### config.mk
export PLATFORM = sky130hd
export DESIGN_NAME = slurm16_cpu_operand_fetch
export DESIGN_NICKNAME = d
export VERILOG_FILES = /design/src/slurm16_pkg.sv /design/src/slurm16_cpu_decode.sv /design/src/slurm16_cpu_hazard.sv /design/src/slurm16_cpu_operand_fetch.sv /design/src/slurm16_cpu_pipeline_control.sv /design/src/slurm16_cpu_registers.sv
export SDC_FILE = /design/constraint.sdc
export NUM_CORES = 2
export LEC_CHECK = 0
export BUFFER_PORTS_ARGS = -buffer_cell sky130_fd_sc_hd__buf_4
export CORE_AREA = 2 2 553 445
export DETAILED_ROUTE_END_ITERATION = 8
export DIE_AREA = 0 0 555 447
export MAX_ROUTING_LAYER = met4
export PLACE_DENSITY = 0.64
export SLEW_MARGIN = 0
export SYNTH_ARGS = -nofsm -noshare
export SYNTH_HDL_FRONTEND = slang
export SYNTH_HIERARCHICAL = 1
export SYNTH_SLANG_ARGS = --single-unit
### constraint.sdc
create_clock -name CLK -period 6.1 [get_ports CLK]
set_input_delay 0.305 -clock CLK [delete_from_list [all_inputs] [get_ports CLK]]
set_output_delay 0.305 -clock CLK [all_outputs]
set_load 0.02 [all_outputs]
### src/slurm16_pkg.sv
`default_nettype none

package slurm16_pkg;

	// ####################
	// widths and special registers
	// ####################

	localparam int BITS = 16;	// instruction and data width
	localparam int REGISTER_BITS = 7;	// select width covers the extended registers
	localparam int NUM_REGISTERS = 128;
	localparam logic [REGISTER_BITS - 1:0] LINK_REGISTER = 7'd15;	// return address for ret
	localparam logic [REGISTER_BITS - 1:0] INTERRUPT_LINK_REGISTER = 7'd14;	// used by iret

	// ####################
	// enumerations
	// ####################

	typedef enum logic [3:0] {
		CLASS_NOP_RET = 4'd0,
		CLASS_ALU_REG_REG = 4'd1,
		CLASS_ALU_SINGLE_REG = 4'd2,
		CLASS_ALU_REG_IMM = 4'd3,
		CLASS_BRANCH = 4'd4,
		CLASS_COND_MOV = 4'd5,
		CLASS_LOAD = 4'd6,
		CLASS_PEEK = 4'd7,
		CLASS_ALU_REG_EXREG = 4'd8,
		CLASS_ALU_EXREG_REG = 4'd9,
		CLASS_LOAD_EX = 4'd10
	} instr_class_t;	// codes 11 to 15 decode as nothing

	typedef enum logic [1:0] {
		CTRL_IDLE,
		CTRL_HOLD,
		CTRL_ISSUE
	} ctrl_state_t;

	// ####################
	// bundles
	// ####################

	typedef struct packed {
		logic [REGISTER_BITS - 1:0] reg_a;
		logic [REGISTER_BITS - 1:0] reg_b;
		logic [REGISTER_BITS - 1:0] wr_sel;	// zero means the instruction writes nothing
	} reg_sel_t;

	typedef struct packed {
		reg_sel_t sel;
		logic [BITS - 1:0] a_value;
		logic [BITS - 1:0] b_value;
	} operand_bundle_t;

	typedef struct packed {
		logic [REGISTER_BITS - 1:0] sel;
		logic [BITS - 1:0] data;
	} writeback_t;

	// ####################
	// instruction fields
	// ####################

	function automatic instr_class_t class_from_ins(input logic [BITS - 1:0] ins);
		return instr_class_t'(ins[15:12]);
	endfunction

	function automatic logic [REGISTER_BITS - 1:0] reg_dest_from_ins(input logic [BITS - 1:0] ins);
		return {3'b000, ins[7:4]};
	endfunction

	function automatic logic [REGISTER_BITS - 1:0] reg_src_from_ins(input logic [BITS - 1:0] ins);
		return {3'b000, ins[3:0]};
	endfunction

	function automatic logic [REGISTER_BITS - 1:0] reg_idx_from_ins(input logic [BITS - 1:0] ins);
		return {3'b000, ins[11:8]};
	endfunction

	function automatic logic [REGISTER_BITS - 1:0] reg_extended_from_ins(
		input logic [BITS - 1:0] ins
	);
		return ins[10:4];	// the full extended register number
	endfunction

	function automatic logic [REGISTER_BITS - 1:0] reg_branch_ind_from_ins(
		input logic [BITS - 1:0] ins
	);
		return {3'b000, ins[7:4]};
	endfunction

	function automatic logic is_iret(input logic [BITS - 1:0] ins);
		return ins[9];
	endfunction

	function automatic logic is_ret(input logic [BITS - 1:0] ins);
		return ins[8];
	endfunction

endpackage

`default_nettype wire

### src/slurm16_cpu_decode.sv
`default_nettype none

module slurm16_cpu_decode (
	input  logic [slurm16_pkg::BITS - 1:0] instruction,
	output slurm16_pkg::reg_sel_t sel
);

	slurm16_pkg::instr_class_t ins_class;
	logic [slurm16_pkg::REGISTER_BITS - 1:0] dest;
	logic [slurm16_pkg::REGISTER_BITS - 1:0] src;
	logic [slurm16_pkg::REGISTER_BITS - 1:0] idx;
	logic [slurm16_pkg::REGISTER_BITS - 1:0] ext;

	// field slices shared by several classes
	assign ins_class = slurm16_pkg::class_from_ins(instruction);
	assign dest = slurm16_pkg::reg_dest_from_ins(instruction);
	assign src = slurm16_pkg::reg_src_from_ins(instruction);
	assign idx = slurm16_pkg::reg_idx_from_ins(instruction);
	assign ext = slurm16_pkg::reg_extended_from_ins(instruction);

	always_comb begin
		sel = '0;	// read r0 and write nothing unless a class says otherwise

		case (ins_class)
			slurm16_pkg::CLASS_NOP_RET: begin
				if (slurm16_pkg::is_iret(instruction))
					sel.reg_a = slurm16_pkg::INTERRUPT_LINK_REGISTER;	// iret wins over ret
				else if (slurm16_pkg::is_ret(instruction))
					sel.reg_a = slurm16_pkg::LINK_REGISTER;
			end
			slurm16_pkg::CLASS_ALU_REG_REG, slurm16_pkg::CLASS_COND_MOV: begin
				sel.reg_a = dest;
				sel.reg_b = src;
				sel.wr_sel = dest;
			end
			slurm16_pkg::CLASS_ALU_SINGLE_REG: begin
				sel.reg_b = src;	// single operand ops only touch flags here
			end
			slurm16_pkg::CLASS_ALU_REG_IMM: begin
				sel.reg_a = dest;
				sel.wr_sel = dest;
			end
			slurm16_pkg::CLASS_BRANCH: begin
				sel.reg_a = slurm16_pkg::reg_branch_ind_from_ins(instruction);	// indirect base
			end
			slurm16_pkg::CLASS_LOAD, slurm16_pkg::CLASS_PEEK: begin
				sel.reg_a = dest;
				sel.reg_b = idx;	// index register for the address
				sel.wr_sel = dest;
			end
			slurm16_pkg::CLASS_ALU_REG_EXREG: begin
				sel.reg_a = ext;
				sel.reg_b = src;
				sel.wr_sel = ext;
			end
			slurm16_pkg::CLASS_ALU_EXREG_REG: begin
				sel.reg_a = src;
				sel.reg_b = ext;
				sel.wr_sel = src;
			end
			slurm16_pkg::CLASS_LOAD_EX: begin
				sel.reg_a = ext;
				sel.reg_b = src;	// low register acts as the index
				sel.wr_sel = ext;
			end
			default: begin
				sel = '0;
			end
		endcase
	end

endmodule

`default_nettype wire

### src/slurm16_cpu_hazard.sv
`default_nettype none

module slurm16_cpu_hazard (
	input  logic CLK,
	input  logic reset,
	input  logic set_en,
	input  logic [slurm16_pkg::REGISTER_BITS - 1:0] set_sel,
	input  logic clr_en,
	input  logic [slurm16_pkg::REGISTER_BITS - 1:0] clr_sel,
	input  slurm16_pkg::reg_sel_t check,
	output logic conflict
);

	logic [slurm16_pkg::NUM_REGISTERS - 1:0] pending;	// one bit per register awaiting write-back
	logic a_pending;
	logic b_pending;
	logic a_clearing;
	logic b_clearing;

	// ####################
	// scoreboard update
	// ####################

	always_ff @(posedge CLK) begin
		if (reset) begin
			pending <= '0;
		end else begin
			if (clr_en)
				pending[clr_sel] <= 1'b0;
			if (set_en && (set_sel != '0))
				pending[set_sel] <= 1'b1;	// a new writer outranks a retiring one
		end
	end

	// ####################
	// conflict test
	// ####################

	assign a_pending = pending[check.reg_a];
	assign b_pending = pending[check.reg_b];

	// a write-back landing now is forwarded by the register file so it frees the register
	assign a_clearing = clr_en && (clr_sel == check.reg_a);
	assign b_clearing = clr_en && (clr_sel == check.reg_b);

	assign conflict = (a_pending && !a_clearing) || (b_pending && !b_clearing);

endmodule

`default_nettype wire

### src/slurm16_cpu_operand_fetch.sv
`default_nettype none

module slurm16_cpu_operand_fetch (
	input  logic CLK,
	input  logic reset,
	input  logic instr_valid,
	input  logic [slurm16_pkg::BITS - 1:0] instruction,
	input  logic wb_valid,
	input  slurm16_pkg::writeback_t wb,
	output logic busy,
	output logic op_valid,
	output slurm16_pkg::operand_bundle_t operands
);

	logic [slurm16_pkg::BITS - 1:0] held_instruction;
	slurm16_pkg::reg_sel_t sel;	// selects of the instruction being considered
	logic conflict;
	logic issue;
	logic [slurm16_pkg::BITS - 1:0] rd_a;
	logic [slurm16_pkg::BITS - 1:0] rd_b;

	slurm16_cpu_decode decode_i (
		.instruction(held_instruction),
		.sel(sel)
	);

	// write-back lands here and in the scoreboard on the same edge
	slurm16_cpu_registers registers_i (
		.CLK(CLK),
		.reset(reset),
		.wr_en(wb_valid),
		.wr(wb),
		.rd_a_sel(sel.reg_a),
		.rd_b_sel(sel.reg_b),
		.rd_a(rd_a),
		.rd_b(rd_b)
	);

	slurm16_cpu_hazard hazard_i (
		.CLK(CLK),
		.reset(reset),
		.set_en(issue),
		.set_sel(sel.wr_sel),
		.clr_en(wb_valid),
		.clr_sel(wb.sel),
		.check(sel),
		.conflict(conflict)
	);

	slurm16_cpu_pipeline_control pipeline_control_i (
		.CLK(CLK),
		.reset(reset),
		.instr_valid(instr_valid),
		.instruction(instruction),
		.sel(sel),
		.conflict(conflict),
		.rd_a(rd_a),
		.rd_b(rd_b),
		.held_instruction(held_instruction),
		.issue(issue),
		.busy(busy),
		.op_valid(op_valid),
		.operands(operands)
	);

endmodule

`default_nettype wire

### src/slurm16_cpu_pipeline_control.sv
`default_nettype none

module slurm16_cpu_pipeline_control (
	input  logic CLK,
	input  logic reset,
	input  logic instr_valid,
	input  logic [slurm16_pkg::BITS - 1:0] instruction,
	input  slurm16_pkg::reg_sel_t sel,
	input  logic conflict,
	input  logic [slurm16_pkg::BITS - 1:0] rd_a,
	input  logic [slurm16_pkg::BITS - 1:0] rd_b,
	output logic [slurm16_pkg::BITS - 1:0] held_instruction,
	output logic issue,
	output logic busy,
	output logic op_valid,
	output slurm16_pkg::operand_bundle_t operands
);

	slurm16_pkg::ctrl_state_t state;
	slurm16_pkg::ctrl_state_t next_state;
	logic [slurm16_pkg::BITS - 1:0] slot;	// instruction waiting on a pending register
	logic holding;
	logic accept;

	assign holding = (state == slurm16_pkg::CTRL_HOLD);
	assign accept = instr_valid && !holding;	// strobes during a hold are lost

	// the decoder looks at the incoming word while the slot is empty
	assign held_instruction = holding ? slot : instruction;

	assign issue = (holding || accept) && !conflict;

	// ####################
	// state machine
	// ####################

	always_comb begin
		next_state = state;
		case (state)
			slurm16_pkg::CTRL_IDLE, slurm16_pkg::CTRL_ISSUE: begin
				if (accept && conflict)
					next_state = slurm16_pkg::CTRL_HOLD;
				else if (accept)
					next_state = slurm16_pkg::CTRL_ISSUE;
				else
					next_state = slurm16_pkg::CTRL_IDLE;
			end
			slurm16_pkg::CTRL_HOLD: begin
				if (!conflict)
					next_state = slurm16_pkg::CTRL_ISSUE;	// last blocker retired
			end
			default: begin
				next_state = slurm16_pkg::CTRL_IDLE;
			end
		endcase
	end

	always_ff @(posedge CLK) begin
		if (reset) begin
			state <= slurm16_pkg::CTRL_IDLE;
			busy <= 1'b0;
			op_valid <= 1'b0;
		end else begin
			state <= next_state;
			busy <= (next_state == slurm16_pkg::CTRL_HOLD);
			op_valid <= (next_state == slurm16_pkg::CTRL_ISSUE);	// one pulse per issued instruction
		end
	end

	// ####################
	// payload capture
	// ####################

	always_ff @(posedge CLK) begin
		if (accept)
			slot <= instruction;
		if (issue) begin
			operands.sel <= sel;
			operands.a_value <= rd_a;
			operands.b_value <= rd_b;
		end
	end

endmodule

`default_nettype wire

### src/slurm16_cpu_registers.sv
`default_nettype none

module slurm16_cpu_registers (
	input  logic CLK,
	input  logic reset,
	input  logic wr_en,
	input  slurm16_pkg::writeback_t wr,
	input  logic [slurm16_pkg::REGISTER_BITS - 1:0] rd_a_sel,
	input  logic [slurm16_pkg::REGISTER_BITS - 1:0] rd_b_sel,
	output logic [slurm16_pkg::BITS - 1:0] rd_a,
	output logic [slurm16_pkg::BITS - 1:0] rd_b
);

	logic [slurm16_pkg::BITS - 1:0] regs [slurm16_pkg::NUM_REGISTERS];
	logic wr_live;

	assign wr_live = wr_en && (wr.sel != '0);	// r0 is hardwired to zero

	always_ff @(posedge CLK) begin
		if (reset) begin
			for (int i = 0; i < slurm16_pkg::NUM_REGISTERS; i++)
				regs[i] <= '0;
		end else if (wr_live) begin
			regs[wr.sel] <= wr.data;
		end
	end

	// ####################
	// read ports with write-through
	// ####################

	always_comb begin
		if (rd_a_sel == '0)
			rd_a = '0;
		else if (wr_live && (wr.sel == rd_a_sel))
			rd_a = wr.data;	// forward the value landing this cycle
		else
			rd_a = regs[rd_a_sel];
	end

	always_comb begin
		if (rd_b_sel == '0)
			rd_b = '0;
		else if (wr_live && (wr.sel == rd_b_sel))
			rd_b = wr.data;
		else
			rd_b = regs[rd_b_sel];
	end

endmodule

`default_nettype wire

======== Yosys cells after proc, flatten, opt, wreduce, memory -nomap -nowiden ========
Memory sizes are Yosys's and may differ from the RTL's.
Cells that the tools add are included.
word-level totals
  register bits ........................... 201
  RAM bits ................................ 2,048
  output and inout port bits .............. 55
  input bits .............................. 43
  logic and storage cells ................. 99
  memories ................................ 1
cells by class
  eq/ne operators ......................... 16
  bitwise operators ....................... 3
  magnitude comparators ................... 6
  mux-type cells .......................... 31
  reductions and logical operators ........ 32
memory list
  memory            depth  bits a word  rd ports  clocked after Yosys merged registers in  wr ports  RTL line                     text
  registers_i.regs  128    16           2         0                                        128       slurm16_cpu_registers.sv:14  logic [slurm16_pkg::BITS - 1:0] regs [slurm16_pkg::NUM_REGISTERS];
operator list
  operator                                              number
  2-to-1 mux 128 bit                                    3
  AND 128 bit                                           1
  inverter 128 bit                                      1
  bitwise OR 128 bit                                    1
  2-to-1 mux 16 bit                                     4
  one-hot mux 7 bit (3 select lines)                    2
  < comparator 7 x 8 -> 1 bit (second input constant)   4
  one-hot mux 7 bit (4 select lines)                    1
  == test 4 x 3 -> 1 bit (second input constant)        4
  OR reduction 16 bit                                   1
  binary-select mux 1 bit (select 7 bit)                2
  demux 1 bit (select 7 bit)                            2
  == test 7 bit                                         2
  >= comparator 7 x 1 -> 1 bit (second input constant)  2
  logical NOT 7 bit                                     2
  nonzero test 7 bit                                    2
  logical AND 1 bit                                     13
  == test 4 bit (second input constant)                 3
  2-to-1 mux 1 bit                                      10
  OR reduction 5 bit                                    2
  == test 4 x 2 -> 1 bit (second input constant)        2
  2-to-1 mux 4 bit                                      2
  2-to-1 mux 7 bit                                      1
  2-to-1 mux 2 bit                                      3
  10 further kinds                                      18

======== Logic depth before layout (Yosys ltp) ========
  depth in word-level cells ............... 14
  depth in mapped cells ................... 24
  mapped depth without buffers ............ 17

======== Hierarchy ========
Netlist, hierarchy kept.
by module, submodules not included
  module                        times used  cells each  area an instance (µm²)
  slurm16_cpu_registers         1           7,502       110,718.7
  slurm16_cpu_hazard            1           859         7,289.5
  slurm16_cpu_pipeline_control  1           100         2,466.1
  slurm16_cpu_decode            1           46          337.8

======== Worst setup path after synthesis ========
OpenSTA, ideal clock, no wires.
  kind .................................... reg-to-reg
  start ................................... reg pipeline_control_i.state[0]
  end ..................................... reg hazard_i/pending[80] in the netlist's numbering
  path buffers ............................ 5
  arrival ................................. 6.246 ns
  stages on the path, launching flop included .. 23
  setup slack ............................. -0.216 ns
  cell sequence ........................... dfxtp_1 nor2b_4 buf_6 buf_12 mux2_4 and4bb_4 buf_6 a22oi_1 o21ai_0 buf_6 mux4_2 mux2_4 o22ai_2 nor3_2 a2111oi_4 o31ai_2 inv_1 o21a_1 nand2b_1 nor4_1 clkbuf_1 nand2_1 a21oi_1
RTL lines
  item                             RTL line                            text
  from (decl)                      slurm16_cpu_pipeline_control.sv:19  slurm16_pkg::ctrl_state_t state;
  from (signal assigned)           slurm16_cpu_pipeline_control.sv:60  state <= slurm16_pkg::CTRL_IDLE;
  from (signal assigned)           slurm16_cpu_pipeline_control.sv:64  state <= next_state;
  to (signal assigned)             slurm16_cpu_hazard.sv:26            pending <= '0;
  to (signal, indexed assignment)  slurm16_cpu_hazard.sv:29            pending[clr_sel] <= 1'b0;
  to (signal, indexed assignment)  slurm16_cpu_hazard.sv:31            pending[set_sel] <= 1'b1;
  to (decl)                        slurm16_cpu_hazard.sv:14            logic [slurm16_pkg::NUM_REGISTERS - 1:0] pending;

==> impl_metrics.csv <==
group,metric,value,unit
layout,layout-area-overhead-vs-synth,9.75,%
clock_tree,clk_latency,0.94,ns
detailed_routing,routed_wl,432000,um
layout,drive_above_1_share,0.250,
worst_setup_path,arrival,6.84,ns
global_routing,use_met1,0.474,
timing,grt_setup_unrepaired,"no",
timing,slew_headroom,-0.0170,
worst_setup_path,path_class,"flip-flop to flip-flop",
global_routing,met3_usage,0.111,
logic_synthesis,synth.top_cells.by_count,"2,117 x edfxtp_1, 1,278 x and2_1, 1,061 x mux4_2",
placed_design,dp_hpwl,270000,um
worst_setup_path,crit_fanout,78,
global_routing,grt_pass1_vias,79600,
status,violations,"capacitance limit, slew limit, setup timing",
worst_hold_path,min_path_type,"input pin to flip-flop",
timing,finalHoldViolCount,0,
die,die-area,248000,um^2
job,cap_violations,1,
worst_setup_path,reg2reg_to,"pipeline_control_i/operands[10]",
worst_setup_path,worst_path_largest_cell_delay,1.03,ns
placed_design,pre_cts_slack,-0.0783,ns
worst_setup_path,r2r_start,"pipeline_control_i/state[0]",
detailed_routing,drt-initial-drc-count,13400,
layout,nNetsFinal,8323,
detailed_routing,ant_nets,0,
pwr,power_leakage,42.2,nW
logic_synthesis,synth_flop_cell,"edfxtp_1",
logic_synthesis,ys_warn_count,6,
pwr,powerDensity,353,nW/um^2
die,die_w,555,um
clock_tree,clk_pin_slew,0.06,ns
worst_setup_path,crit_slowest_cell,"a2111oi_0",
global_routing,grt-ovfl-total,0,
placed_design,place_congestion,1.00,
die,pin_count,98,
worst_setup_path,startpoint,"pipeline_control_i/state[0]",
timing,skew,0.0577,ns
detailed_routing,routedWlPerCell,37.0,um
worst_setup_path,crit_required,6.73,ns
timing,finalMaxSlewViolations,1,
worst_setup_path,endpoint,"pipeline_control_i/operands[10]",
worst_setup_path,startpoint_type,"flip-flop",
die,core_area,243000,um^2
global_routing,grt_usage,0.353,
logic_synthesis,synth_most_common_cell,"edfxtp_1",
logic_synthesis,yosysSeqAreaShare,0.548,
detailed_routing,drt-pass1-iter-count,6,
global_routing,gr-usage-met2,0.493,
timing,finalCriticalPeriod,6.21,ns
die,start_util,0.498,
logic_synthesis,synth_seq_cells,2249,
worst_hold_path,hold_depth,2,
detailed_routing,vias_per_cell,7.09,
worst_setup_path,r2r_cells,14,
logic_synthesis,syn-cell-area,121000,um^2
clock_tree,cts_buffers,231,
die,die_h,447,um
logic_synthesis,synth_cell_type_count,74,
timing,whs,0.121,ns
detailed_routing,drcViolationCount,0,
logic_synthesis,async_reset_ff_frac,0,
status,status,"complete, but fails checks",
global_routing,grt_pass1_wl,607000,um
placed_design,io_buffers,97,
pwr,ir_drop,0.269,mV
logic_synthesis,synth_top_area_share,0.526,
clock_tree,cts-root-buf,"clkbuf_16",
worst_setup_path,rrSetupSlack,-0.11,ns
global_routing,grt_max_degree,133,
clock_tree,clock-sinks,2249,
worst_setup_path,crit_chain,"nor2b_4 > mux2_2 > nor2_1 > mux2i_1 > buf_4 > o21ai_4 > buf_4 > buf_12 > mux4_2 > mux2i_1 > o22ai_1 > a2111oi_0 > o21a_1 > a31oi_1",
clock_tree,cts_htree_levels,4,
timing,setup_ws,-0.105,ns
worst_setup_path,cp-end-kind,"flip-flop",
logic_synthesis,synth_area_leaders,"edfxtp_1 53%, mux4_2 20%, and2_1 6.6%",
detailed_routing,vias,82700,
global_routing,grt_busiest_layer,"met2",
logic_synthesis,syn-mean-instance-area,14.2,um^2
timing,fmax,0.161,GHz
logic_synthesis,synth_enable_flop_cells,2117,
pwr,finalPower,46.8,mW
timing,fin_crit_sh,1.02,
timing,worst_slew_pin_slew,1.49,ns
timing,setup_violations,2,
die,rows,162,
global_routing,antenna_found_initial,30,
logic_synthesis,yosys.area.top_type,"edfxtp_1",
clock_tree,cts_tree,"built",
clock_tree,clk_path_buf_depth,4,
logic_synthesis,syn-instance-count,8507,
[cell type report]
type,instances,area (um^2)
Antenna cell,25,62.6
Clock buffer,291,6130
Clock inverter,112,893
Fill cell,19400,110000
Inverter,19,86.3
Multi-Input combinational cell,5251,50600
Sequential cell,2249,66200
Tap cell,3198,4000
Timing Repair Buffer,528,4630
[stage by stage]
| stage | setup TNS [ns] | utilization | cells | area, um^2 |
|---|---|---|---|---|
| after global routing | 0 | 0.546 | 11700 | 133000 |
| final | -0.125 | 0.547 | 11700 | 133000 |
| after CTS | 0 | 0.546 | 11600 | 132000 |
| after detailed placement | -0.0783 | 0.516 | 11200 | 125000 |
| after global placement | -0.193 | 0.516 | 11200 | 125000 |
| after floorplan | 0 | - | 8522 | 121000 |
[critical path, delay by kind of cell (launching register included)]
| kind | cells | cell delay, ns |
|---|---|---|
| compound gates | 5 | 2.29 |
| simple gates | 2 | 0.59 |
| flops | 1 | 0.41 |
| mux | 4 | 1.48 |
| buf+inv | 3 | 0.88 |
[placed cells by master, fill, tap and decap left out, types with 50 or more instances in the layout]
cell type,netlist,layout
mux4_2,1061,1061
a22oi_1,61,61
nor3_1,777,775
buf_4,56,457
a21oi_1,182,182
edfxtp_1,2117,2117
o21ai_0,228,223
mux2i_1,452,451
clkinv_1,0,50
nand3_1,59,50
nand2_1,227,214
or2_2,129,129
clkbuf_16,0,237
clkbuf_1,655,53
and2_1,1278,1275
o22ai_1,78,78
dfxtp_1,132,132
nor2_1,239,235
[where the power goes]
| group | internal (mW) | leakage [nW] | switching [mW] |
|---|---|---|---|
| sequential | 17.9 | 21.2 | 0.681 |
| combinational | 5.81 | 17.6 | 8.65 |
| clock | 7.60 | 3.44 | 6.20 |
| total | 31.3 | 42.2 | 15.5 |
[metal layers]
layer / vias up / wire length [um] / part of all wire
li1: 32600 / - / -
met1: 42700 / 161000 / 0.37
met2: 6405 / 185000 / 0.43
met3: 1095 / 62500 / 0.14
met4: 0 / 23700 / 0.055
met5: - / 0 / 0
[worst min path at each step]
stage	start	endpoint	slack, ns
floorplan	reset	pipeline_control_i/busy	0.39
global placement	hazard_i/pending[33]	hazard_i/pending[33]	0.47
detailed placement	hazard_i/pending[46]	hazard_i/pending[46]	0.48
CTS	wb[13]	registers_i/regs[15][13]	0.07
global route	wb[13]	registers_i/regs[91][13]	0.1
finish	wb[13]	registers_i/regs[88][13]	0.12
[cell families after synthesis]
group | after synthesis | share of synthesized area
buffers and inverters | 1023 | 0.0367
DFF | 2249 | 0.548
AOI/OAI and AO/OA | 802 | 0.0430
other | 1 | 0.0000310
xor gates and xnor gates | 29 | 0.00210
muxes | 1559 | 0.241
and+or+nand+nor | 2844 | 0.130
[flip-flops by register name (all words and copies together), names as in the netlist]
name / flops
hazard_i/pending: 128
pipeline_control_i/busy: 1
pipeline_control_i/op_valid: 1
pipeline_control_i/operands: 53
pipeline_control_i/slot: 16
pipeline_control_i/state: 2
registers_i/regs: 2048
[timing repair]
action,in CTS,in global routing
gates cloned,0,2
setup buffers,0,10
setup endpoints to repair,1,15
hold buffers,23,0
gates resized for setup,1,13
endpoints found under the hold margin,101,0
(Power assumes the default switching activity.)
